<file path="config.mk">
export PLATFORM = sky130hd
export DESIGN_NAME = lock_status
export DESIGN_NICKNAME = d
export VERILOG_FILES = /design/src/lock_status.sv
export SDC_FILE = /design/constraint.sdc
export NUM_CORES = 1
export LEC_CHECK = 0
export ABC_CLOCK_PERIOD_IN_PS = 2450
export BUFFER_PORTS_ARGS = -buffer_cell sky130_fd_sc_hd__buf_2
export CAP_MARGIN = 20
export CORE_UTILIZATION = 60
export CTS_CLUSTER_DIAMETER = 40
export CTS_CLUSTER_SIZE = 30
export DETAILED_ROUTE_END_ITERATION = 7
export PLACE_DENSITY_LB_ADDON = 0.15
export SYNTH_ARGS = -nofsm -noshare
export SYNTH_HDL_FRONTEND = slang
export SYNTH_SLANG_ARGS = --single-unit
</file>
<file path="constraint.sdc">
create_clock -name clk_in -period 2.45 [get_ports clk_in]
set_clock_uncertainty 0.1 [all_clocks]
set_input_delay 0.735 -clock clk_in [delete_from_list [all_inputs] [get_ports clk_in]]
set_output_delay 0.735 -clock clk_in [all_outputs]
set_load 0.01 [all_outputs]
</file>
<file path="src/lock_status.sv">
module lock_status #(
    parameter int HOLDOFF_CYCLES = 100_000_000
) (
    input  logic clk_in,
    input  logic reset,
    input  logic relock_on,
    output logic unlocked,
    output logic recent_unlock
);

    // State encodings
    localparam logic [1:0] LOCKED = 2'd0;
    localparam logic [1:0] UNLOCKED = 2'd1;
    localparam logic [1:0] SETTLING = 2'd2;

    // Hold-off counter sized to the cycle count
    localparam int CNT_W = (HOLDOFF_CYCLES > 1) ? $clog2(HOLDOFF_CYCLES) : 1;
    localparam logic [CNT_W-1:0] LAST = CNT_W'(HOLDOFF_CYCLES - 1);

    logic [1:0] state;
    logic [CNT_W-1:0] count;
    logic count_run;

    // Counting only while settling and still above threshold
    assign count_run = (state == SETTLING) && !relock_on && (count != LAST);

    always_ff @(posedge clk_in) begin
        if (reset) begin
            state <= LOCKED;
            count <= '0;
        end else begin
            case (state)
                LOCKED: begin
                    if (relock_on) begin
                        state <= UNLOCKED;
                    end
                end
                UNLOCKED: begin
                    if (!relock_on) begin
                        state <= SETTLING;
                    end
                end
                SETTLING: begin
                    // Dropout restarts the hold-off
                    if (relock_on) begin
                        state <= UNLOCKED;
                    end else if (count == LAST) begin
                        state <= LOCKED;
                    end
                end
                default: state <= LOCKED;
            endcase
            // SETTLING lasts exactly HOLDOFF_CYCLES cycles
            count <= count_run ? count + CNT_W'(1) : '0;
        end
    end

    assign unlocked = (state == UNLOCKED);
    assign recent_unlock = (state == UNLOCKED) || (state == SETTLING);

endmodule

</file>
==> qor.yml <==
synthesis.nets: 190
area_growth_pct: 7.62
die_x_um: 53.0
cts_buffer_depth: 2
crit_chain: "ha_1 > nand4_1 > or4_1 > or4_1 > o311ai_0"
grt_max_degree: 27
antenna_cells: 0
pwr-share-seq: 0.570
status: "finished, final reports clean"
finish.instance_area_um2: 1680
grt_util_met2: 0.414
gr-usage-met1: 0.305
gr-usage-met3: 0.0862
worstSetupStartpointType: "flip-flop"
finalNonFillerCells: 219
cts_resized: 0
cts-hold-fix-buffers: 0
grt-busiest-layer: "met2"
report.final.slew_viol_count: 0
crit_fanout: 5
power_frac_clock: 0.338
avgSynthCellArea_um2: 8.61
clock_latency_ns: 0.32
final_nets: 198
ant_nets: 0
drt_iter0_drc: 33
num-fill-cells: 212
wl_per_cell_um: 14.5
grt_overflow: 0
wl_mm: 3.17
p_int_w: 0.000648
power_density_nw_per_um2: 508
numCtsBuffers: 5
holdCritPathClass: "flip-flop to flip-flop"
portBuffers: 4
worstPathArrival_ns: 2.28
holdPathStages: 1
track_usage: 0.252
setup_viol: 0
fp-row-count: 18
hold_viol: 0
die_area_um2: 2810
post_cts_buffers: 0
cts_tree: "yes"
p_comb_frac: 0.092
maxCapViolCount: 0
slew_headroom: 0.613
min_period_over_period: 0.889
drtPass1Iterations: 4
num_vias: 1353
grt_first_pass_wirelength_mm: 5.00
worstRegToRegCells: 5
final_cell_mix: "29 x dfxtp_1, 21 x nor2_1, 12 x nand3_1, 12 x a21oi_1, 11 x nand4_1"
peakVddDrop_mv: 0.436
pin_count: 5
worstMarginPinSlew_ns: 0.575
die_y_um: 53.0
drc_errors: 0
hpwl_mm: 2.25
clk_pin_slew_ns: 0.08
cts_sinks: 29
netlist_instances: 181
yosys_warnings: 0
ys_ff_latch: 29
fin_crit_ns: 2.18
critPathKind: "flip-flop to flip-flop"
rsz0062_at_grt: "false"
yosysUniqueCellTypes: 41
dp.cells: 212
cpMaxStageDelayCell: "or4_1"
ys_seq_area_frac: 0.372
cts-root-buf: "clkbuf_4"
final_util: 0.683
finalSetupTns_ns: 0
p_switching_w: 0.000204
drive_gt1_frac: 0.132
cts.htree.levels: 2
crit_top_cell: "or4_1"
gp_congestion: 0.825
fmax_ghz: 0.459
switching_share: 0.239
fp.coreArea_um2: 2450
crit_path_end_kind: "flip-flop"
syn_area_um2: 1560
dpl_cell_area_um2: 1620
start_util: 0.635
antenna_found_initial: 0
grt_pass1_vias: 1134
slowest_delay_ns: 0.58
power_leakage_nw: 0.504
layout_commonest_cell: "dfxtp_1"
via_per_inst: 6.18
required_ns: 2.56
[state kept, by name, indices dropped and copies added, names as in the netlist]
name	count
state	2
count	27
[cell type report]
type | count | area, µm² | share of cell area
Multi-Input combinational cell | 141 | 931 | 0.555
Sequential cell | 29 | 581 | 0.346
Tap cell | 30 | 37.5 | 0.0224
Timing Repair Buffer | 7 | 55.1 | 0.0328
Inverter | 5 | 18.8 | 0.0112
Clock buffer | 7 | 55.1 | 0.0328
[power groups by stage]
stage	combinational, W	sequential (W)	clock [W]
after floorplan	0.0000573	0.000494	0
after global routing	0.0000885	0.000486	0.000315
final	0.0000788	0.000486	0.000288
after global placement	0.0000745	0.000495	0
after detailed placement	0.0000801	0.000497	0
after CTS	0.0000804	0.000486	0.000294
[stage by stage]
step | power (W) | setup WS (ns) | hold WS [ns]
2_1_floorplan | 0.000552 | 0.417 | 0.326
3_3_place_gp | 0.000570 | 0.340 | 0.340
3_5_place_dp | 0.000577 | 0.283 | 0.355
4_1_cts | 0.000860 | 0.260 | 0.374
5_1_grt | 0.000890 | 0.129 | 0.418
6_report | 0.000852 | 0.272 | 0.372
[cells by family (layout without fill, tap and decap cells)]
| family | Yosys count | in the layout | synth area share |
|---|---|---|---|
| xor gates and xnor gates | 12 | 12 | 0.0674 |
| adders and majority gates | 6 | 6 | 0.0482 |
| AOI/OAI and AO/OA | 30 | 30 | 0.117 |
| muxes | 2 | 2 | 0.0144 |
| buffers and inverters | 11 | 19 | 0.0305 |
| and+or+nand+nor | 91 | 91 | 0.350 |
| DFF | 29 | 29 | 0.372 |
[path summary, 6_finish.rpt]
path | startpoint | to | slack (ns)
worst max-delay path | count[0] | state[1] | 0.27
worst min-delay path | count[0] | count[0] | 0.37
worst max register to register | count[0] | state[1] | 0.27
worst min register to register | count[0] | count[0] | 0.37
[synthesized netlist by cell type]
library cell	number	area, µm²
clkbuf_1	1	3.75
or4_2	1	8.76
clkbuf_2	1	5.00
or4_4	2	22.5
or3_1	4	25.0
o31ai_1	4	30.0
a21oi_2	1	8.76
and4_2	1	10.0
nor3b_1	1	7.51
or4_1	6	45.0
or3_2	2	15.0
o21bai_1	1	7.51
nand3_1	12	60.1
ha_1	6	75.1
o21ai_2	1	8.76
o311ai_0	1	8.76
a21oi_1	12	60.1
mux2_2	2	22.5
nand3b_1	1	7.51
nor4bb_1	1	10.0
nand2b_1	4	25.0
nor4_1	3	18.8
nor2_1	21	78.8
nand4_1	11	68.8
and4_1	3	26.3
nand2_1	8	30.0
xnor2_1	3	26.3
nor3_1	2	10.0
buf_2	4	20.0
nor4b_1	2	17.5
dfxtp_1	29	581
nand4_4	1	21.3
o41ai_1	1	8.76
a21o_1	1	7.51
o21ai_0	7	35.0
and3_1	3	18.8
xor2_1	9	78.8
inv_1	5	18.8
nand4b_1	1	8.76
a211oi_1	1	7.51
or4b_2	1	10.0
[routing by layer]
metal	vias to the layer above	wire (µm)
met4	0	20
met2	33	1540
met5	-	0
met1	633	1450
li1	685	-
met3	2	165
[critical path, delay by kind of cell, from the launching register on]
| kind | cells | cell delay (ns) |
|---|---|---|
| compound gates | 1 | 0.10 |
| fa+ha+maj | 1 | 0.23 |
| flops | 1 | 0.37 |
| simple gates | 3 | 1.27 |
(Power assumes the default switching activity.)
