`config.mk`:
```
export PLATFORM = sky130hd
export DESIGN_NAME = param_bank_flat
export DESIGN_NICKNAME = d
export VERILOG_FILES = /design/src/servo_pkg.sv /design/src/param_if.sv /design/src/param_bank.sv /design/src/flat_wrapper.sv
export SDC_FILE = /design/constraint.sdc
export NUM_CORES = 1
export LEC_CHECK = 0
export ABC_AREA = 0
export BUFFER_PORTS_ARGS = -buffer_cell sky130_fd_sc_hd__buf_2
export CAP_MARGIN = 20
export CORE_AREA = 2 2 169 171
export DETAILED_ROUTE_END_ITERATION = 12
export DIE_AREA = 0 0 171 173
export HOLD_SLACK_MARGIN = 0.03
export PLACE_DENSITY_LB_ADDON = 0.25
export SLEW_MARGIN = 30
export SYNTH_ARGS = -nofsm -noshare
export SYNTH_HDL_FRONTEND = slang
export SYNTH_SLANG_ARGS = --single-unit
```
`constraint.sdc`:
```
create_clock -name clk_in -period 2.1 [get_ports clk_in]
set_input_delay 0.42 -clock clk_in [delete_from_list [all_inputs] [get_ports clk_in]]
set_output_delay 0.42 -clock clk_in [all_outputs]
set_load 0.005 [all_outputs]
```
`src/servo_pkg.sv`:
```
package servo_pkg;

    // Datapath widths
    localparam int SAMPLE_W = 16;
    localparam int COEF_W = 35;
    localparam int COEF_FRAC = 26;
    localparam int STEP_W = 32;

    typedef logic signed [SAMPLE_W-1:0] sample_t;
    typedef logic signed [COEF_W-1:0] coef_t;

    // Loadable register addresses
    typedef enum logic [3:0] {
        PD_A1, PD_B0, PD_B1,
        PI_A1, PI_B0, PI_B1,
        LP_A1, LP_B0,
        MIN_LEVEL, SWEEP_MIN, SWEEP_MAX, SWEEP_STEP, ERR_OFFSET
    } param_addr_t;

    // One load word, read as a coefficient or as step plus padding
    typedef union packed {
        coef_t coef;
        struct packed {
            logic [STEP_W-1:0]        step;
            logic [COEF_W-STEP_W-1:0] pad;
        } split;
    } param_word_u;

    ////////////////////////////////////////////////////////////
    // Reset defaults
    ////////////////////////////////////////////////////////////

    localparam real PI_R = 3.14159265358979;
    localparam real TS = 1.0e-8;
    localparam real SCALE = 2.0 ** COEF_FRAC;
    localparam real FULL_SCALE = 32767.0;

    // Transmission low-pass, 1 kHz corner, unity gain
    localparam real LP_F0 = 1.0e3;
    localparam real LP_W = PI_R * LP_F0 * TS;
    localparam int LP_A1_DEF = int'((1.0 - LP_W) / (1.0 + LP_W) * SCALE);
    localparam int LP_B0_DEF = int'(LP_W / (1.0 + LP_W) * SCALE);

    // Servo shaping terms
    localparam real SV_P = 0.06;
    localparam real SV_PI = 1.0;
    localparam real SV_I = 400.0;
    localparam real SV_D = 0.7e-6;
    localparam real SV_FC = 1.0e5;
    localparam real FC_W = PI_R * TS * SV_FC;
    // Derivative with roll-off at SV_FC
    localparam int PD_A1_DEF = int'((1.0 - 2.0 * FC_W) * SCALE);
    localparam int PD_B0_DEF =
        int'((SV_D / SV_PI * SV_FC / (1.0 + FC_W) + SV_P * FC_W / (1.0 + FC_W)) * SCALE);
    localparam int PD_B1_DEF =
        int'((SV_P * FC_W / (1.0 + FC_W) - SV_D / SV_PI * SV_FC / (1.0 + FC_W)) * SCALE);
    // Pure integrator, pole at one
    localparam int PI_A1_DEF = 1 << COEF_FRAC;
    localparam int PI_B0_DEF = int'((SV_PI + SV_I * PI_R * TS / SV_P) * SCALE);
    localparam int PI_B1_DEF = int'((SV_I * PI_R * TS / SV_P - SV_PI) * SCALE);

    // Levels as fractions of full scale
    localparam int MIN_LEVEL_DEF = int'(0.25 * FULL_SCALE);
    localparam int SWEEP_MIN_DEF = int'(0.1875 * FULL_SCALE);
    localparam int SWEEP_MAX_DEF = int'(0.65625 * FULL_SCALE);
    // One LSB of position every 2^25 cycles
    localparam int SWEEP_STEP_DEF = 128;
    // Roughly -2 mV
    localparam int ERR_OFFSET_DEF = int'(-0.002 * FULL_SCALE);

endpackage

```
`src/param_if.sv`:
```
interface param_if;
    import servo_pkg::*;

    // PD then PI stage coefficients
    coef_t pd_a1;
    coef_t pd_b0;
    coef_t pd_b1;
    coef_t pi_a1;
    coef_t pi_b0;
    coef_t pi_b1;

    // Transmission low-pass
    coef_t lp_a1;
    coef_t lp_b0;

    // Levels and sweep setup
    sample_t min_level;
    sample_t sweep_min;
    sample_t sweep_max;
    sample_t err_offset;
    logic [STEP_W-1:0] sweep_step;

    modport bank (
        output pd_a1, pd_b0, pd_b1, pi_a1, pi_b0, pi_b1, lp_a1, lp_b0,
        output min_level, sweep_min, sweep_max, err_offset, sweep_step
    );

    modport sink (
        input pd_a1, pd_b0, pd_b1, pi_a1, pi_b0, pi_b1, lp_a1, lp_b0,
        input min_level, sweep_min, sweep_max, err_offset, sweep_step
    );

endinterface

```
`src/param_bank.sv`:
```
module param_bank (
    input  logic                   clk_in,
    input  logic                   reset,
    input  logic                   param_load,
    input  servo_pkg::param_addr_t param_addr,
    input  servo_pkg::param_word_u param_word,
    param_if.bank                  p
);
    import servo_pkg::*;

    // Levels use the bottom of the coefficient view
    sample_t word_level;

    assign word_level = param_word.coef[SAMPLE_W-1:0];

    always_ff @(posedge clk_in) begin
        if (reset) begin
            // Servo shaping
            p.pd_a1 <= coef_t'(PD_A1_DEF);
            p.pd_b0 <= coef_t'(PD_B0_DEF);
            p.pd_b1 <= coef_t'(PD_B1_DEF);
            p.pi_a1 <= coef_t'(PI_A1_DEF);
            p.pi_b0 <= coef_t'(PI_B0_DEF);
            p.pi_b1 <= coef_t'(PI_B1_DEF);
            // Transmission filter
            p.lp_a1 <= coef_t'(LP_A1_DEF);
            p.lp_b0 <= coef_t'(LP_B0_DEF);
            // Thresholds and sweep
            p.min_level <= sample_t'(MIN_LEVEL_DEF);
            p.sweep_min <= sample_t'(SWEEP_MIN_DEF);
            p.sweep_max <= sample_t'(SWEEP_MAX_DEF);
            p.sweep_step <= STEP_W'(SWEEP_STEP_DEF);
            p.err_offset <= sample_t'(ERR_OFFSET_DEF);
        end else if (param_load) begin
            // One register per strobe
            case (param_addr)
                PD_A1:      p.pd_a1 <= param_word.coef;
                PD_B0:      p.pd_b0 <= param_word.coef;
                PD_B1:      p.pd_b1 <= param_word.coef;
                PI_A1:      p.pi_a1 <= param_word.coef;
                PI_B0:      p.pi_b0 <= param_word.coef;
                PI_B1:      p.pi_b1 <= param_word.coef;
                LP_A1:      p.lp_a1 <= param_word.coef;
                LP_B0:      p.lp_b0 <= param_word.coef;
                MIN_LEVEL:  p.min_level <= word_level;
                SWEEP_MIN:  p.sweep_min <= word_level;
                SWEEP_MAX:  p.sweep_max <= word_level;
                // Step sits above three padding bits
                SWEEP_STEP: p.sweep_step <= param_word.split.step;
                ERR_OFFSET: p.err_offset <= word_level;
                // Spare addresses do nothing
                default: begin
                end
            endcase
        end
    end

endmodule

```
`src/flat_wrapper.sv`:
```
// flat-port wrapper written by rule: the top's interface ports become plain ports
module param_bank_flat import servo_pkg::*;
  (clk_in, reset, param_load, param_addr, param_word, p_pd_a1, p_pd_b0, p_pd_b1, p_pi_a1, p_pi_b0, p_pi_b1, p_lp_a1, p_lp_b0, p_min_level, p_sweep_min, p_sweep_max, p_err_offset, p_sweep_step);
  param_if p_i ();
  input  logic clk_in;
  input  logic reset;
  input  logic param_load;
  input  servo_pkg::param_addr_t param_addr;
  input  servo_pkg::param_word_u param_word;
  output wire logic [$bits(p_i.pd_a1)-1:0] p_pd_a1;
  output wire logic [$bits(p_i.pd_b0)-1:0] p_pd_b0;
  output wire logic [$bits(p_i.pd_b1)-1:0] p_pd_b1;
  output wire logic [$bits(p_i.pi_a1)-1:0] p_pi_a1;
  output wire logic [$bits(p_i.pi_b0)-1:0] p_pi_b0;
  output wire logic [$bits(p_i.pi_b1)-1:0] p_pi_b1;
  output wire logic [$bits(p_i.lp_a1)-1:0] p_lp_a1;
  output wire logic [$bits(p_i.lp_b0)-1:0] p_lp_b0;
  output wire logic [$bits(p_i.min_level)-1:0] p_min_level;
  output wire logic [$bits(p_i.sweep_min)-1:0] p_sweep_min;
  output wire logic [$bits(p_i.sweep_max)-1:0] p_sweep_max;
  output wire logic [$bits(p_i.err_offset)-1:0] p_err_offset;
  output wire logic [$bits(p_i.sweep_step)-1:0] p_sweep_step;
  assign p_pd_a1 = p_i.pd_a1;
  assign p_pd_b0 = p_i.pd_b0;
  assign p_pd_b1 = p_i.pd_b1;
  assign p_pi_a1 = p_i.pi_a1;
  assign p_pi_b0 = p_i.pi_b0;
  assign p_pi_b1 = p_i.pi_b1;
  assign p_lp_a1 = p_i.lp_a1;
  assign p_lp_b0 = p_i.lp_b0;
  assign p_min_level = p_i.min_level;
  assign p_sweep_min = p_i.sweep_min;
  assign p_sweep_max = p_i.sweep_max;
  assign p_err_offset = p_i.err_offset;
  assign p_sweep_step = p_i.sweep_step;
  param_bank u_core (.clk_in(clk_in), .reset(reset), .param_load(param_load), .param_addr(param_addr), .param_word(param_word), .p(p_i));
endmodule
```
==> out/metrics.yaml, run 1 <==
worst_setup_path:
  ff2ff_setup_slack_ns: 1.41
  required_ns: 1.68
  crit_type: "reg -> out"
  r2r-start: "u_core.p.min_level[13]"
  cpPeakStageDelay_ns: 0.39
  crit_buf_inv: 1
  cpMaxStageDelayCell: "dfxtp_1"
  crit_path_start_kind: "flop"
  path_cells: "buf_2"
  crit_family: "flip-flops"
  critical_path.endpoint_type: "output port"
  worstPathMaxFanout: 2
  reg2reg_depth: 2
  worstPathArrival_ns: 1.06
  r2r_end: "u_core.p.min_level[13]"
power:
  switching_power_mw: 3.25
  seqPwrFrac_pct: 49.6
  power.internal_mw: 11.4
  power.density_mw_per_mm2: 807
  ir_worst_vdd_v: 0.000522
  pwr-share-clk_pct: 44.7
  p_comb_share_pct: 5.7
  leakage_nw: 9.64
  swShare_pct: 22.2
synthesis:
  ys_seq_area_share_pct: 52.7
  syn-num-nets: 1362
  ys_warn_count: 0
  ys_types: 23
  ys_seq_elements: 376
  synth_cells: 1320
  syn_avg_cell_area_um2: 10.8
  syn_area_mm2: 0.0143
clock_network:
  cts_num_sinks: 376
  cts_buffer_depth: 3
  root_buffer: "clkbuf_16"
  clock_latency_ns: 0.51
  ctsResizeCount: 0
  post_cts_buffers: 0
  cts_buffers: 38
  htreeDepth: 2
  cts_tree: "yes"
  path_clk_slew_ns: 0.06
  cts-hold-fix-buffers: 0
floorplan:
  die-area_mm2: 0.0296
  num_rows: 61
  die_x_um: 171
  initial_utilization_pct: 51.7
  die_h_um: 173
  io_pins: 418
  core_area_mm2: 0.0276
final_layout:
  drive_above_1_share_pct: 30.6
  syn_to_final_growth_pct: 27.2
  final_cell_count_no_fill: 2137
  nets: 1776
sta:
  worst_pin_slew_ns: 0.744
  slew_headroom_pct: 50.2
  drv_slew: 0
  clock_skew_ns: 0
  setup_viol: 0
  max_freq_mhz: 676
  period_share_pct: 70.5
  hold_ws_ns: 0.204
  finalHoldViolCount: 0
  period_minus_slack_ns: 1.48
  fin_tns_setup_ns: 0
  rsz0062_at_grt: "no"
routing:
  viasPerCell: 5.08
  drt_iter0_drc: 559
  vias: 10857
  totalWireLength_um: 42300
  dr.pass1.iters: 5
  route.detailed.drc: 0
  drtAntennaViolNets: 0
  wire_per_inst_um: 19.8
min_path:
  min_from: "param_word[24]"
  holdPathEnd: "u_core.p.pd_b1[24]"
  min_path_cells: 3
  min_path_type: "in -> reg"
place:
  placedCellCount: 2072
  hpwl_um: 30100
  routabilityCongestion: 0.817
  portBuffers: 417
grt:
  grt_pass1_wl_um: 63600
  grt_overflow: 0
  grt_pass1_vias: 10903
  grt_max_degree: 108
  grtUsageTotal_pct: 27.7
  antenna_found_initial: 1
flow_run:
  max_cap_viol_count: 0
status:
  status: "finished, final reports clean"
-- metal layers --
| layer | up-vias | GRT usage [%] | part of all wire, % |
|---|---|---|---|
| met3 | 109 | 7.42 | 8.0 |
| met5 | - | 0 | 0 |
| met2 | 431 | 47.9 | 48 |
| li1 | 5165 | - | - |
| met4 | 0 | 11.3 | 4.3 |
| met1 | 5152 | 32.2 | 40 |
-- state kept, by name, indices dropped and copies added, names as in the netlist, 32 cells and up --
name / flops
u_core.p.pd_b1: 35
u_core.p.sweep_step: 32
u_core.p.pi_b1: 35
u_core.p.lp_a1: 35
u_core.p.pi_a1: 35
u_core.p.pd_a1: 35
u_core.p.pi_b0: 35
u_core.p.pd_b0: 35
u_core.p.lp_b0: 35
-- cells in the final DEF (no fill, tap or decap), types with 2 or more instances in the layout --
| cell type | n |
|---|---|
| mux2i_1 | 376 |
| nand2b_1 | 272 |
| clkbuf_16 | 39 |
| buf_4 | 43 |
| nor2_1 | 175 |
| buf_2 | 416 |
| dfxtp_1 | 376 |
| buf_12 | 13 |
| clkinv_2 | 4 |
| nor2b_1 | 3 |
| clkbuf_1 | 10 |
| nand3_2 | 2 |
| nand2_2 | 6 |
| clkbuf_8 | 9 |
-- kinds of logic after synthesis --
| group | share of synthesized area [%] |
|---|---|
| muxes | 26.3 |
| buffers and inverters | 3.38 |
| and+or+nand+nor | 17.6 |
| DFF | 52.7 |
-- synth_stat cells --
cell type,number,area [um2]
nand3_1,1,5.00
nand4_2,1,12.5
nand2_2,6,37.5
nand4_1,1,6.26
dfxtp_1,376,7530
and2_1,1,6.26
or3_1,1,6.26
nor3b_1,2,15.0
buf_2,32,160
and3b_1,1,8.76
buf_6,2,22.5
nand3_2,1,10.0
nand3b_1,1,7.51
buf_1,8,30.0
nor2_1,175,657
buf_4,15,113
nor2_2,1,6.26
and3_1,1,6.26
clkbuf_1,42,158
nor2b_1,3,18.8
and4_1,1,8.76
nand2b_1,272,1700
mux2i_1,376,3760
-- how the worst max path moves through the flow --
stage	from	slack (ns)	to	cells past startpoint
3_5_place_dp	reset	0.32	u_core.p.pd_b0[7]	4
2_1_floorplan	param_addr[2]	0.57	u_core.p.min_level[13]	5
5_1_grt	u_core.p.err_offset[14]	0.57	p_err_offset[14]	1
3_3_place_gp	param_addr[0]	0.34	u_core.p.sweep_step[29]	6
6_report	u_core.p.err_offset[14]	0.62	p_err_offset[14]	1
4_1_cts	u_core.p.err_offset[14]	0.58	p_err_offset[14]	1
-- power by group through the flow --
stage / logic, mW / registers [mW] / clock network (mW)
floorplan: 0.450 / 7.44 / 0
global placement: 0.826 / 7.43 / 0
detailed placement: 0.836 / 7.43 / 0
CTS: 0.841 / 7.28 / 6.63
global route: 0.895 / 7.28 / 6.93
finish: 0.836 / 7.28 / 6.56
-- final cells by class --
class	instances	area, um2
repair buffers	473	2680
well taps	378	473
fillers	2260	9450
flip-flops and latches	376	7530
clock inverters	6	58.8
clock buffers	58	1140
multi-input cells	845	6300
diodes	1	2.50
-- stage by stage --
stage	instance area (um2)	setup WS (ns)	power [mW]	util (%)
2_1_floorplan	14300	0.573	7.89	-
4_1_cts	18200	0.579	14.8	65.8
3_3_place_gp	17000	0.343	8.26	61.4
3_5_place_dp	17000	0.321	8.27	61.4
6_report	18200	0.620	14.7	65.8
5_1_grt	18200	0.570	15.1	65.8
No activity file was read; power rests on OpenSTA's default activity.
==> run 2: changes to the inputs <==
Settings changed: ABC_AREA 0 to 1, CORE_AREA 2 2 169 171 to 2 2 170 172, DIE_AREA 0 0 171 173 to 0 0 172 174.
Clock period 2.1 ns to 1.5 ns, I/O delays scaled along.
==> run 2 against run 1 <==
Effect of this change:
- core utilization increased by 0.34 points
- synthesized cell count increased by 53%
- sequential cell count unchanged
- total power increased by 49%
- hold slack got worse by 0.12 ns
==> out/metrics.yaml, run 2 <==
routing:
  vias: 14898  # +37%
  wire_per_inst_um: 18.0  # -9.3%
  route.detailed.drc: 0  # unchanged
  totalWireLength_um: 50800  # +20%
  drt_iter0_drc: 1251  # +120%
  dr.pass1.iters: 6  # +1
  viasPerCell: 5.26  # +3.6%
  drtAntennaViolNets: 0  # unchanged
floorplan:
  io_pins: 418  # unchanged
  die_x_um: 172  # +0.58%
  die_h_um: 174  # +0.58%
  core_area_mm2: 0.0282  # +2.2%
  num_rows: 62  # +1.6%
  initial_utilization_pct: 51.1  # -0.61 points
  die-area_mm2: 0.0299  # +1.2%
min_path:
  min_from: "param_word[29]"
  min_path_type: "in -> reg"
final_layout:
  final_core_util_pct: 66.1  # +0.34 points
  final_cell_count_no_fill: 2830  # +32%
  final_common_cell: "nand2_1"
  mostFrequentLayoutCells: "557 x nand2_1, 473 x nor2_1, 417 x buf_2"
  drive_above_1_share_pct: 24.1  # -6.5 points
  nets: 2459  # +38%
  fin_area_mm2: 0.0187  # +2.7%
  syn_to_final_growth_pct: 29.4
clock_network:
  path_clk_slew_ns: 0.06  # about the same
  root_buffer: "clkbuf_16"
  ctsResizeCount: 0  # unchanged
  cts_buffer_depth: 3  # unchanged
  cts_tree: "yes"
  cts_num_sinks: 376  # unchanged
  htreeDepth: 2  # unchanged
  cts-hold-fix-buffers: 0  # unchanged
  cts_buffers: 38  # unchanged
  post_cts_buffers: 0  # unchanged
  clock_latency_ns: 0.51  # about the same
sta:
  rsz0062_at_grt: "no"
  period_share_pct: 90.7
  max_freq_mhz: 735
  clock_skew_ns: 0  # unchanged
  slew_headroom_pct: 67.9  # +18 points
  fin_ws_ns: 0.139  # -0.481 ns
  setup_viol: 0  # unchanged
  worst_pin_slew_ns: 0.481  # -0.262 ns
  finalHoldViolCount: 0  # unchanged
  drv_slew: 0  # unchanged
  period_minus_slack_ns: 1.36
synthesis:
  syn_avg_cell_area_um2: 7.13  # -34%
  yosysTopAreaCell: "dfxtp_1"
  syn_area_mm2: 0.0144  # +1.0%
  yosysTopAreaCellShare_pct: 52.2  # -0.52 points
  synth_most_common_cell: "nand2_1"
  synth_edf_count: 0  # unchanged
  synthMuxAreaShare_pct: 0  # -26 points
  synth_cells: 2024  # +53%
  ys_types: 17  # -26%
  ys_seq_elements: 376  # unchanged
  ys.flop_type: "dfxtp_1"
  syn-num-nets: 2066  # +52%
  synth_xor_area_share_pct: 0  # unchanged
  synth_top_family_by_area: "simple AND/OR/NAND/NOR gates"
  synthTopCellsByArea: "dfxtp_1 52%, nand2_1 14%, nor2_1 12%, nand3_1 9.8%, nand4_1 2.6%"
  synthArstFlopShare_pct: 0  # unchanged
  synth-adder-area-share_pct: 0  # unchanged
  synth_compound_area_share_pct: 0.0694  # +0.069 points
  ys_top_cells_by_count: "557 x nand2_1, 474 x nor2_1, 376 x dfxtp_1"
  ys_seq_area_share_pct: 52.2  # -0.52 points
  yosys.area_share.simple_pct: 40.4  # +23 points
  ys_warn_count: 0  # unchanged
grt:
  grt_pass1_vias: 13662  # +25%
  antenna_found_initial: 2  # +1
  grtUsageTotal_pct: 32.9  # +5.2 points
  grt_max_degree: 70  # -35%
  grt_overflow: 0  # unchanged
  grt_pass1_wl_um: 76300  # +20%
place:
  routabilityCongestion: 0.909  # +11%
  placedCellCount: 2761  # +33%
  hpwl_um: 35300  # +17%
  place_area_mm2: 0.0174  # +2.4%
  post-place-ws_ns: -0.0972  # -0.418 ns
  portBuffers: 417  # unchanged
worst_setup_path:
  crit_path_start_kind: "flop"
  path_cells: "buf_2"
  worstPathArrival_ns: 1.06  # about the same
  crit_path_start: "u_core.p.pd_a1[11]"
  crit_type: "reg -> out"
  crit_buf_inv: 1  # unchanged
  cpMaxStageDelayCell: "dfxtp_1"
  worstPathMaxFanout: 2  # unchanged
  cpPeakStageDelay_ns: 0.40  # about the same
  required_ns: 1.20  # -0.48 ns
  critical_path.endpoint_type: "output port"
  r2r-start: "u_core.p.pd_a1[11]"
  crit_family: "flip-flops"
power:
  power.internal_mw: 16.6  # +45%
  p_comb_share_pct: 8.3  # +2.6 points
  switching_power_mw: 5.23  # +61%
  swShare_pct: 24.0  # +1.8 points
  power.density_mw_per_mm2: 1170  # +45%
  pwr-share-clk_pct: 44.3  # -0.4 points
  power_mw: 21.8  # +49%
  ir_worst_vdd_v: 0.000817  # +56%
  leakage_nw: 9.50  # -1.4%
  seqPwrFrac_pct: 47.4  # -2.2 points
flow_run:
  max_cap_viol_count: 0  # unchanged
status:
  status: "finished, final reports clean"
[run 2: cell types whose count changed after synthesis, moves of 8 or more]
cell	delta
nand2_1	+557
mux2i_1	-376
nor2_1	+299
nand3_1	+283
nand2b_1	-272
inv_1	+94
nand4_1	+60
buf_2	+34
clkbuf_1	+22
inv_2	+8
[run 2: cell families (layout without fill, tap and decap cells)]
logic type             after synthesis  count (layout)
AO/OA/AOI/OAI                        2               2
buffers and inverters              253             673
AND/OR/NAND/NOR                   1393            1393
flip-flops                         376             376
other                                0               2
[run 2: path summary, 6_finish.rpt]
check | cells after the start | endpoint | slack, ns
setup reg to reg | 4 | u_core.p.pd_a1[11] | 0.81
hold reg to reg | 2 | u_core.p.err_offset[15] | 0.45
hold / removal | 3 | u_core.p.pd_b1[29] | 0.09
setup / recovery | 1 | p_pd_a1[11] | 0.14
[run 2: stage by stage]
step / hold WS (ns) / setup TNS (ns)
6_report: 0.0878 / 0
5_1_grt: 0.104 / 0
4_1_cts: 0.0637 / 0
3_5_place_dp: 0.440 / -3.20
3_3_place_gp: 0.435 / -2.24
2_1_floorplan: 0.413 / 0
[run 2: power by group through the flow]
stage                     logic [mW]  registers [mW]  clock network [mW]
after global routing            1.96            10.3                10.1
after detailed placement        1.78            10.5                   0
final                           1.81            10.3                9.67
after CTS                       1.79            10.3                9.76
after global placement          1.75            10.5                   0
after floorplan                0.889            10.6                   0
[run 2: cell type report]
cell class              instances  area [um2]
clock inverters                10         134
multi-input cells            1395        5850
flip-flops and latches        376        7530
diodes                          2        5.00
well taps                     384         480
repair buffers                504        3140
clock buffers                  57        1140
inverters                     102         390
fillers                      2499        9570
[run 2: layer usage]
layer,share of wire (%),GRT usage (%),wire (um),vias to the layer above
met2,46,53.2,23200,754
met3,9.7,7.17,4940,169
met1,39,41.0,19900,6889
met4,5.7,17.1,2880,0
li1,-,-,-,7086
met5,0,0,0,-
