===== config.mk =====
export PLATFORM = sky130hd
export DESIGN_NAME = relock_sweep_flat
export DESIGN_NICKNAME = d
export VERILOG_FILES = /design/src/servo_pkg.sv /design/src/param_if.sv /design/src/relock_sweep.sv /design/src/flat_wrapper.sv
export SDC_FILE = /design/constraint.sdc
export NUM_CORES = 1
export LEC_CHECK = 0
export BUFFER_PORTS_ARGS = -buffer_cell sky130_fd_sc_hd__buf_2
export CAP_MARGIN = 10
export CORE_AREA = 8 8 152 154
export CTS_BUF_LIST = sky130_fd_sc_hd__clkbuf_8
export DETAILED_ROUTE_END_ITERATION = 7
export DIE_AREA = 0 0 160 162
export PLACE_DENSITY_LB_ADDON = 0.2
export SYNTH_ARGS = -nofsm -noshare
export SYNTH_HDL_FRONTEND = slang
export SYNTH_SLANG_ARGS = --single-unit

===== constraint.sdc =====
create_clock -name clk_in -period 21.1 [get_ports clk_in]
set_clock_uncertainty 0.1 [all_clocks]
set_input_delay 1.055 -clock clk_in [delete_from_list [all_inputs] [get_ports clk_in]]
set_output_delay 1.055 -clock clk_in [all_outputs]
set_load 0.01 [all_outputs]

===== src/servo_pkg.sv =====
package servo_pkg;

    // Datapath widths
    localparam int SAMPLE_W = 16;
    localparam int COEF_W = 35;
    localparam int COEF_FRAC = 26;
    localparam int STEP_W = 32;

    typedef logic signed [SAMPLE_W-1:0] sample_t;
    typedef logic signed [COEF_W-1:0] coef_t;

    // Loadable register addresses
    typedef enum logic [3:0] {
        PD_A1, PD_B0, PD_B1,
        PI_A1, PI_B0, PI_B1,
        LP_A1, LP_B0,
        MIN_LEVEL, SWEEP_MIN, SWEEP_MAX, SWEEP_STEP, ERR_OFFSET
    } param_addr_t;

    // One load word, read as a coefficient or as step plus padding
    typedef union packed {
        coef_t coef;
        struct packed {
            logic [STEP_W-1:0]        step;
            logic [COEF_W-STEP_W-1:0] pad;
        } split;
    } param_word_u;

    ////////////////////////////////////////////////////////////
    // Reset defaults
    ////////////////////////////////////////////////////////////

    localparam real PI_R = 3.14159265358979;
    localparam real TS = 1.0e-8;
    localparam real SCALE = 2.0 ** COEF_FRAC;
    localparam real FULL_SCALE = 32767.0;

    // Transmission low-pass, 1 kHz corner, unity gain
    localparam real LP_F0 = 1.0e3;
    localparam real LP_W = PI_R * LP_F0 * TS;
    localparam int LP_A1_DEF = int'((1.0 - LP_W) / (1.0 + LP_W) * SCALE);
    localparam int LP_B0_DEF = int'(LP_W / (1.0 + LP_W) * SCALE);

    // Servo shaping terms
    localparam real SV_P = 0.06;
    localparam real SV_PI = 1.0;
    localparam real SV_I = 400.0;
    localparam real SV_D = 0.7e-6;
    localparam real SV_FC = 1.0e5;
    localparam real FC_W = PI_R * TS * SV_FC;
    // Derivative with roll-off at SV_FC
    localparam int PD_A1_DEF = int'((1.0 - 2.0 * FC_W) * SCALE);
    localparam int PD_B0_DEF =
        int'((SV_D / SV_PI * SV_FC / (1.0 + FC_W) + SV_P * FC_W / (1.0 + FC_W)) * SCALE);
    localparam int PD_B1_DEF =
        int'((SV_P * FC_W / (1.0 + FC_W) - SV_D / SV_PI * SV_FC / (1.0 + FC_W)) * SCALE);
    // Pure integrator, pole at one
    localparam int PI_A1_DEF = 1 << COEF_FRAC;
    localparam int PI_B0_DEF = int'((SV_PI + SV_I * PI_R * TS / SV_P) * SCALE);
    localparam int PI_B1_DEF = int'((SV_I * PI_R * TS / SV_P - SV_PI) * SCALE);

    // Levels as fractions of full scale
    localparam int MIN_LEVEL_DEF = int'(0.25 * FULL_SCALE);
    localparam int SWEEP_MIN_DEF = int'(0.1875 * FULL_SCALE);
    localparam int SWEEP_MAX_DEF = int'(0.65625 * FULL_SCALE);
    // One LSB of position every 2^25 cycles
    localparam int SWEEP_STEP_DEF = 128;
    // Roughly -2 mV
    localparam int ERR_OFFSET_DEF = int'(-0.002 * FULL_SCALE);

endpackage


===== src/param_if.sv =====
interface param_if;
    import servo_pkg::*;

    // PD then PI stage coefficients
    coef_t pd_a1;
    coef_t pd_b0;
    coef_t pd_b1;
    coef_t pi_a1;
    coef_t pi_b0;
    coef_t pi_b1;

    // Transmission low-pass
    coef_t lp_a1;
    coef_t lp_b0;

    // Levels and sweep setup
    sample_t min_level;
    sample_t sweep_min;
    sample_t sweep_max;
    sample_t err_offset;
    logic [STEP_W-1:0] sweep_step;

    modport bank (
        output pd_a1, pd_b0, pd_b1, pi_a1, pi_b0, pi_b1, lp_a1, lp_b0,
        output min_level, sweep_min, sweep_max, err_offset, sweep_step
    );

    modport sink (
        input pd_a1, pd_b0, pd_b1, pi_a1, pi_b0, pi_b1, lp_a1, lp_b0,
        input min_level, sweep_min, sweep_max, err_offset, sweep_step
    );

endinterface


===== src/relock_sweep.sv =====
module relock_sweep (
    input  logic               clk_in,
    input  logic               reset,
    input  servo_pkg::sample_t trans_lp,
    param_if.sink              p,
    output logic               relock_on,
    output servo_pkg::sample_t sweep
);
    import servo_pkg::*;

    // Position on top, fraction below
    localparam int ACC_W = SAMPLE_W + STEP_W;
    localparam logic [ACC_W-1:0] ACC_START = {sample_t'(SWEEP_MIN_DEF), {STEP_W{1'b0}}};

    logic [ACC_W-1:0] acc;
    logic dir_down;

    // One extra bit so a step past full scale cannot wrap
    logic signed [ACC_W:0] acc_ext;
    logic signed [ACC_W:0] step_ext;
    logic signed [ACC_W:0] stepped;
    logic signed [SAMPLE_W:0] pos_next;
    logic signed [SAMPLE_W:0] max_ext;
    logic signed [SAMPLE_W:0] min_ext;

    ////////////////////////////////////////////////////////////
    // Low transmission detect
    ////////////////////////////////////////////////////////////

    always_ff @(posedge clk_in) begin
        if (reset) begin
            relock_on <= 1'b0;
        end else begin
            // Strictly below the minimum
            relock_on <= (trans_lp < p.min_level);
        end
    end

    ////////////////////////////////////////////////////////////
    // Triangle sweep
    ////////////////////////////////////////////////////////////

    assign acc_ext = {acc[ACC_W-1], acc};
    assign step_ext = {{(SAMPLE_W + 1){1'b0}}, p.sweep_step};
    assign stepped = dir_down ? acc_ext - step_ext : acc_ext + step_ext;
    // Candidate position after this step
    assign pos_next = stepped[ACC_W:STEP_W];
    assign max_ext = {p.sweep_max[SAMPLE_W-1], p.sweep_max};
    assign min_ext = {p.sweep_min[SAMPLE_W-1], p.sweep_min};

    always_ff @(posedge clk_in) begin
        if (reset) begin
            acc <= ACC_START;
            dir_down <= 1'b0;
        end else if (relock_on) begin
            if (!dir_down && pos_next >= max_ext) begin
                // Top reached, park on the limit and turn
                acc <= {p.sweep_max, {STEP_W{1'b0}}};
                dir_down <= 1'b1;
            end else if (dir_down && pos_next <= min_ext) begin
                // Bottom reached
                acc <= {p.sweep_min, {STEP_W{1'b0}}};
                dir_down <= 1'b0;
            end else begin
                acc <= stepped[ACC_W-1:0];
            end
        end
        // Lock held, sweep frozen where it is
    end

    assign sweep = acc[ACC_W-1:STEP_W];

endmodule


===== src/flat_wrapper.sv =====
// flat-port wrapper written by rule: the top's interface ports become plain ports
module relock_sweep_flat import servo_pkg::*;
  (clk_in, reset, trans_lp, relock_on, sweep, p_pd_a1, p_pd_b0, p_pd_b1, p_pi_a1, p_pi_b0, p_pi_b1, p_lp_a1, p_lp_b0, p_min_level, p_sweep_min, p_sweep_max, p_err_offset, p_sweep_step);
  param_if p_i ();
  input  logic clk_in;
  input  logic reset;
  input  servo_pkg::sample_t trans_lp;
  output logic relock_on;
  output servo_pkg::sample_t sweep;
  input wire logic [$bits(p_i.pd_a1)-1:0] p_pd_a1;
  input wire logic [$bits(p_i.pd_b0)-1:0] p_pd_b0;
  input wire logic [$bits(p_i.pd_b1)-1:0] p_pd_b1;
  input wire logic [$bits(p_i.pi_a1)-1:0] p_pi_a1;
  input wire logic [$bits(p_i.pi_b0)-1:0] p_pi_b0;
  input wire logic [$bits(p_i.pi_b1)-1:0] p_pi_b1;
  input wire logic [$bits(p_i.lp_a1)-1:0] p_lp_a1;
  input wire logic [$bits(p_i.lp_b0)-1:0] p_lp_b0;
  input wire logic [$bits(p_i.min_level)-1:0] p_min_level;
  input wire logic [$bits(p_i.sweep_min)-1:0] p_sweep_min;
  input wire logic [$bits(p_i.sweep_max)-1:0] p_sweep_max;
  input wire logic [$bits(p_i.err_offset)-1:0] p_err_offset;
  input wire logic [$bits(p_i.sweep_step)-1:0] p_sweep_step;
  assign p_i.pd_a1 = p_pd_a1;
  assign p_i.pd_b0 = p_pd_b0;
  assign p_i.pd_b1 = p_pd_b1;
  assign p_i.pi_a1 = p_pi_a1;
  assign p_i.pi_b0 = p_pi_b0;
  assign p_i.pi_b1 = p_pi_b1;
  assign p_i.lp_a1 = p_lp_a1;
  assign p_i.lp_b0 = p_lp_b0;
  assign p_i.min_level = p_min_level;
  assign p_i.sweep_min = p_sweep_min;
  assign p_i.sweep_max = p_sweep_max;
  assign p_i.err_offset = p_err_offset;
  assign p_i.sweep_step = p_sweep_step;
  relock_sweep u_core (.clk_in(clk_in), .reset(reset), .trans_lp(trans_lp), .p(p_i), .relock_on(relock_on), .sweep(sweep));
endmodule

==> summary.txt, run 1 <==
Status
  – Outcome: completed

CTS
  – CTS root buffer: clkbuf_8
  – CTS Buffer Depth: 2
  – Clk_lat worst skew: about 0.33 ns
  – Hold buffer count at CTS: 0
  – Clock transition at path regs: 0.09 ns
  – CTS tree: done
  – Post-cts sizing count: 0
  – # H-tree levels: 2
  – Total setup buffers inserted after CTS: 0
  – Sink Count: 50
  – Total CTS buffers: 5

Final layout
  – Antenna diodes: 0
  – Area grow syn2layout: 9.95%
  – Share of cells above drive strength 1: 0.144
  – Cell area after layout: a little under 8000 um^2
  – Finished Core Util: 0.380
  – Final #Nets: roughly 1500

Setup path
  – Startpoint types: input port
  – R2R setup slack: ~14 ns
  – R2R depth: 22
  – Reg-to-Reg Start: u_core.dir_down$_SDFFE_PP0P_
  – Reg-to-reg endpoint: u_core.acc[46]$_SDFFE_PP0P_
  – Endpoint type of the worst setup path: register
  – WP data required: ~21 ns
  – CP Launch Point: p_sweep_step[4]
  – Worst setup path end: u_core.acc[46]$_SDFFE_PP0P_
  – Kind of critical path: input port to register
  – CP arrival: 9.47 ns
  – Worst Path Max Fanout: 12

Hold path
  – Hold Crit Start: u_core.acc[14]$_SDFFE_PP0P_
  – Worst hold path type: register to register

Floorplanning
  – Std-Cell Rows: 53
  – Die X: 160 um
  – Die Outline Area: about 26000 um^2
  – Num ports: ~410
  – Initial core utilization: 0.346
  – Die H: around 160 um
  – Core area: around 21000 um^2

Placed design
  – Placed Area: 7770 um^2
  – PortBufs: 114
  – Gpl congestion: roughly 0.90
  – Hpwl dp: approximately 19000 um

Synth
  – Synth async-reset ratio: 0
  – Post-synth top flop: dfxtp_1
  – Post-Syn Instances: just under 1000
  – Top cell type's share of synthesized area: 0.171
  – Number of enable flip-flop cells after synthesis: 0
  – Synthesized flop and latch total: 50
  – Synth Area per Inst: between 7 and 8 um^2
  – Largest cells by area after synthesis: ha_1, dfxtp_1, a21oi_1
  – Syn nets: between 1000 and 1500
  – Warnings, synthesis: 0
  – Sequential area share after synthesis: 0.140
  – Synth cell types: 75
  – Synthesized area: roughly 7200 um^2
  – Area leader, netlist: ha_1

Drt
  – Routed WL: approximately 24000 um
  – DR vias: about 7300
  – # DRC: 0
  – Post-DRT Antenna Nets: 0
  – Starting DRC count in detailed routing: 460
  – Post-DR wirelength/cell: around 18 um
  – Pre-antenna DRT Iters: 5
  – Vias/cell: around 5.5

Timing
  – Max Freq: about 110 MHz
  – Hold Slack: about 0.36 ns
  – Fin crit period: between 9 and 10 ns
  – Slew headroom: 0.495
  – Setup Viol. Count Final: 0
  – Slew @ Worst Pin: roughly 0.75 ns
  – TNS Setup: 0 ns
  – Fin. max-slew vios: 0
  – Final Cycle Share: 0.443
  – RSZ-0062 raised after global routing: no
  – Final hold vios: 0

Global route
  – Grt ovf: 0
  – Largest net degree at the start of global routing: 52
  – Global-route wire length before repair: approximately 39000 um
  – Gr usage total: 0.184
  – Vias in the first global route: about 7300
  – Initial antenna violation count: 1

Power and ir drop
  – Peak VDD IR: roughly 0.000035 V
  – LEAKAGE: between 0.003 and 0.004 uW
  – PwrDens: 94.9 nW/um^2

Flow run
  – Number of max-cap violations: 0
==> layout by cell type (no fill, tap or decap), types with 34 or more instances in the layout <==
master | synthesis | routed
inv_1 | 75 | 76
xnor2_1 | 56 | 56
ha_1 | 98 | 98
nand2_1 | 84 | 84
dfxtp_1 | 50 | 49
a21o_1 | 48 | 48
o21ai_0 | 35 | 34
a21oi_1 | 108 | 108
buf_2 | 3 | 114
nor2_1 | 77 | 76
==> final cells by class <==
cell class,instances,area (um^2)
Fill cell,2259,12800
Multi-Input combinational cell,797,5510
Timing Repair Buffer,123,638
Clock buffer,6,82.6
Tap cell,275,344
Inverter,75,282
Clock inverter,2,8.76
Sequential cell,50,1000
==> sequential cells by signal (all words and copies together), names as in the netlist <==
signal	count
u_core.acc	48
u_core.dir_down	1
u_core.relock_on	1
==> layer usage <==
metal | vias to the layer above | track usage | share of wire
met2 | 167 | 0.312 | 0.46
met5 | - | 0 | 0.00033
met4 | 2 | 0.0438 | 0.015
met1 | 3429 | 0.236 | 0.47
li1 | 3675 | - | -
met3 | 20 | 0.0375 | 0.052
==> power breakdown <==
part | switching, uW | leakage [uW] | internal, uW
Sequential | 15.5 | 0.000407 | 112
Combinational | 344 | 0.00341 | 212
Clock | 37.3 | 0.0000524 | 26.2
Total | 396 | 0.00387 | 350
==> cells by family (layout without fill, tap and decap cells) <==
logic type,count (synthesis),in the layout,share of synthesized area
muxes,5,5,0.00735
AOI/OAI and AO/OA,313,313,0.291
buffers and inverters,138,206,0.0918
adders and majority gates,99,99,0.174
and+or+nand+nor,306,306,0.205
xor gates and xnor gates,74,74,0.0906
DFF,50,50,0.140
==> cells in the mapped netlist (15+ instances only) <==
master and n:
xnor2_1 56, buf_4 18, nor3_1 32, nand4_1 18, o21ai_0 35, a21o_1 48, nor2_1 77, ha_1 98
nand3_1 31, nand2_1 84, a21oi_1 108, inv_1 75, clkbuf_1 30, a31oi_1 15, dfxtp_1 50, xor2_1 18
==> critical path, stage by stage <==
cell,delay [ns]
buf_2,0.11
or3_1,0.41
nor4_1,0.59
nand2_1,0.21
nor3_1,0.58
and3_1,0.62
a21oi_1,0.17
xnor2_1,0.16
ha_1,0.41
nand4_1,0.36
nor3_1,0.37
nand2_1,0.15
nor4bb_1,0.29
a21oi_1,0.13
a31oi_2,0.36
a2111o_1,0.26
nand2_1,0.09
xnor2_1,0.34
ha_1,0.21
nand3_1,0.10
nor3_1,0.26
a31oi_1,0.14
a311oi_2,0.66
buf_4,0.33
a22oi_1,0.19
and4_2,0.29
a221o_1,0.33
nor4_1,0.28
==> through the flow <==
step           setup WS [ns]  instances  power, uW
3_5_place_dp           11.48       1320        681
3_3_place_gp           11.46       1320        679
6_report               11.75       1328        747
2_1_floorplan          13.74        985        548
5_1_grt                11.06       1328        818
4_1_cts                11.78       1328        748
==> worst min path at each step <==
stage	end	slack, ns	cells past startpoint
after floorplan	u_core.acc[14]$_SDFFE_PP0P_	0.34	2
after global placement	u_core.acc[14]$_SDFFE_PP0P_	0.35	2
after detailed placement	u_core.acc[14]$_SDFFE_PP0P_	0.35	2
after CTS	u_core.acc[0]$_SDFFE_PP0P_	0.37	2
after global routing	u_core.acc[6]$_SDFFE_PP0P_	0.40	2
final	u_core.acc[14]$_SDFFE_PP0P_	0.36	2
Note: power is estimated with default switching activity, not from simulation.
==> run 2: changes to the inputs <==
==> constraint.sdc (replaced) <==
create_clock -name clk_in -period 7.75 [get_ports clk_in]
set_clock_uncertainty 0.1 [all_clocks]
set_input_delay 0.3875 -clock clk_in [delete_from_list [all_inputs] [get_ports clk_in]]
set_output_delay 0.3875 -clock clk_in [all_outputs]
set_load 0.01 [all_outputs]
==> summary.txt, run 2 (synthesis results as in run 1) <==
Status
  – Outcome: completed

Timing
  – Final hold vios: 0 (unchanged)
  – Setup ws final: 0.595 ns (-11.16 ns)
  – Max Freq: between 100 and 150 MHz
  – Final Cycle Share: 0.923
  – Slew @ Worst Pin: 0.666 ns (-0.0845 ns)
  – Fin crit period: 7.16 ns
  – TNS Setup: 0 ns (unchanged)
  – Slew headroom: 0.554 (+0.0589)
  – RSZ-0062 raised after global routing: no
  – Setup Viol. Count Final: 0 (unchanged)
  – Fin. max-slew vios: 0 (unchanged)

Drt
  – Vias/cell: 5.48 (-0.23%)
  – Pre-antenna DRT Iters: 5 (unchanged)
  – Starting DRC count in detailed routing: 596 (+30%)
  – # DRC: 0 (unchanged)
  – Routed WL: 24300 um (+0.79%)
  – Post-DR wirelength/cell: 18.0 um (-0.78%)
  – Post-DRT Antenna Nets: 0 (unchanged)
  – DR vias: 7391 (+1.3%)

Power and ir drop
  – LEAKAGE: 0.00397 uW (+2.8%)
  – Peak VDD IR: 0.000100 V (+190%)
  – PwrDens: 260 nW/um^2 (+170%)

Final layout
  – Reg with most FFs: u_core.acc
  – Fillers: 2238 (-0.93%)
  – Max reg flops: 48 (unchanged)
  – Biggest registers after layout: u_core.acc x48, u_core.dir_down x1, u_core.relock_on x1
  – Final #Nets: 1566 (+1.4%)
  – Commonest non-fill, non-tap cells in the layout: buf_2, a21oi_1, ha_1
  – Cell area after layout: 8030 um^2 (+2.1%)
  – Share of cells above drive strength 1: 0.161 (+0.0167)
  – Most common cell after layout, fill and taps aside: buf_2
  – Area grow syn2layout: 12.3%
  – Antenna diodes: 0 (unchanged)
  – Finished Core Util: 0.388 (+0.00798)

CTS
  – Clock transition at path regs: 0.10 ns (about the same)
  – Sink Count: 50 (unchanged)
  – Post-cts sizing count: 0 (unchanged)
  – # H-tree levels: 2 (unchanged)
  – CTS Buffer Depth: 2 (unchanged)
  – Total setup buffers inserted after CTS: 0 (unchanged)
  – CTS root buffer: clkbuf_8
  – CTS tree: done
  – Total CTS buffers: 5 (unchanged)
  – Hold buffer count at CTS: 0 (unchanged)
  – Clk_lat worst skew: 0.33 ns (about the same)

Setup path
  – R2R depth: 21 (-4.5%)
  – Crit path top cell by count: nand2_1
  – R2R setup slack: 1.08 ns (-12.92 ns)
  – Largest stage delay on the critical path: 0.56 ns (-0.10 ns)
  – Kind of critical path: input port to register
  – Endpoint type of the worst setup path: register
  – Critical-path top delay cell: a31oi_1
  – CP arrival: 7.29 ns (-2.18 ns)
  – Reg-to-reg endpoint: u_core.acc[46]$_SDFFE_PP0P_
  – WP data required: 7.89 ns (-13.33 ns)
  – Reg-to-Reg Start: u_core.dir_down$_SDFFE_PP0P_
  – Worst Path Max Fanout: 12 (unchanged)
  – Startpoint types: input port

Hold path
  – Hold Crit Start: p_sweep_max[6]
  – Hold depth: 3 (+1)
  – Worst hold endpoint: u_core.acc[38]$_SDFFE_PP0P_
  – Worst hold path type: input port to register

Global route
  – Largest net degree at the start of global routing: 52 (unchanged)
  – Gr usage total: 0.182 (-0.00221)
  – Global-route wire length before repair: 38000 um (-2.2%)
  – Vias in the first global route: 7133 (-2.1%)
  – Grt met3 use: 0.0349 (-0.00253)
  – Grt ovf: 0 (unchanged)
  – Met2 Usage GRT: 0.304 (-0.00732)
  – Most used routing layer: met2
  – M1 GR Usage: 0.237 (+0.000960)
  – Initial antenna violation count: 0 (-1)

Placed design
  – Gpl congestion: 0.917 (+2.1%)
  – Setup WS pre-CTS: 0.198 ns (-11.29 ns)
  – Hpwl dp: 20000 um (+3.5%)
  – PortBufs: 114 (unchanged)
  – Placed Area: 7930 um^2 (+2.0%)

Floorplanning
  – Core area: 20700 um^2 (unchanged)
  – Die H: 162 um (unchanged)
  – Std-Cell Rows: 53 (unchanged)
  – Die Outline Area: 25900 um^2 (unchanged)
  – Num ports: 411 (unchanged)
  – Die X: 160 um (unchanged)
  – Initial core utilization: 0.346 (unchanged)

Flow run
  – Number of max-cap violations: 0 (unchanged)
==> run 2: changes by cell type in the layout (fill, tap and decap cells not counted) <==
| cell | delta |
|---|---|
| buf_4 | +21 |
| o21ai_2 | -1 |
| o21ai_4 | +1 |
==> run 2: critical path, delay by kind of cell <==
family / cells / cell delay, ns
xor gates and xnor gates: 2 / 0.46
adders and majority gates: 2 / 0.64
and+or+nand+nor: 11 / 2.38
AOI/OAI and AO/OA: 11 / 2.89
buffers and inverters: 3 / 0.53
==> run 2: stage by stage <==
stage,hold slack [ns],instances,total power [uW]
after global routing,0.338,1349,2280
after global placement,0.350,1341,1910
after CTS,0.286,1349,2090
after detailed placement,0.356,1341,1910
final,0.314,1349,2090
after floorplan,0.336,985,1490
==> run 2: worst max path at each step <==
stage | start | to | slack, ns | cells after the start
CTS | p_sweep_step[6] | u_core.acc[46]$_SDFFE_PP0P_ | 0.51 | 28
global route | p_sweep_step[6] | u_core.acc[46]$_SDFFE_PP0P_ | 0.04 | 29
floorplan | p_sweep_step[4] | u_core.acc[46]$_SDFFE_PP0P_ | 1.06 | 27
detailed placement | p_sweep_step[6] | u_core.acc[46]$_SDFFE_PP0P_ | 0.20 | 28
global placement | p_sweep_step[6] | u_core.acc[46]$_SDFFE_PP0P_ | 0.16 | 29
finish | p_sweep_step[6] | u_core.acc[46]$_SDFFE_PP0P_ | 0.59 | 29
==> run 2: per-layer routing <==
metal	vias to the layer above	wire length [um]
met2	243	11100
li1	3718	-
met4	0	416
met3	24	1510
met1	3406	11200
met5	-	0
==> run 2: layout make-up <==
| cell class | instances | area, um^2 | share of cell area |
|---|---|---|---|
| Sequential cell | 50 | 1000 | 0.125 |
| Tap cell | 275 | 344 | 0.0428 |
| Timing Repair Buffer | 144 | 796 | 0.0991 |
| Inverter | 75 | 282 | 0.0351 |
| Clock buffer | 6 | 82.6 | 0.0103 |
| Clock inverter | 2 | 8.76 | 0.00109 |
| Multi-Input combinational cell | 797 | 5520 | 0.687 |
==> run 2: report_power, final <==
group	total (uW)	leakage [uW]	switching, uW	internal, uW
logic	1560	0.00351	938	619
clock network	174	0.0000524	103	71.2
registers	358	0.000407	54.1	304
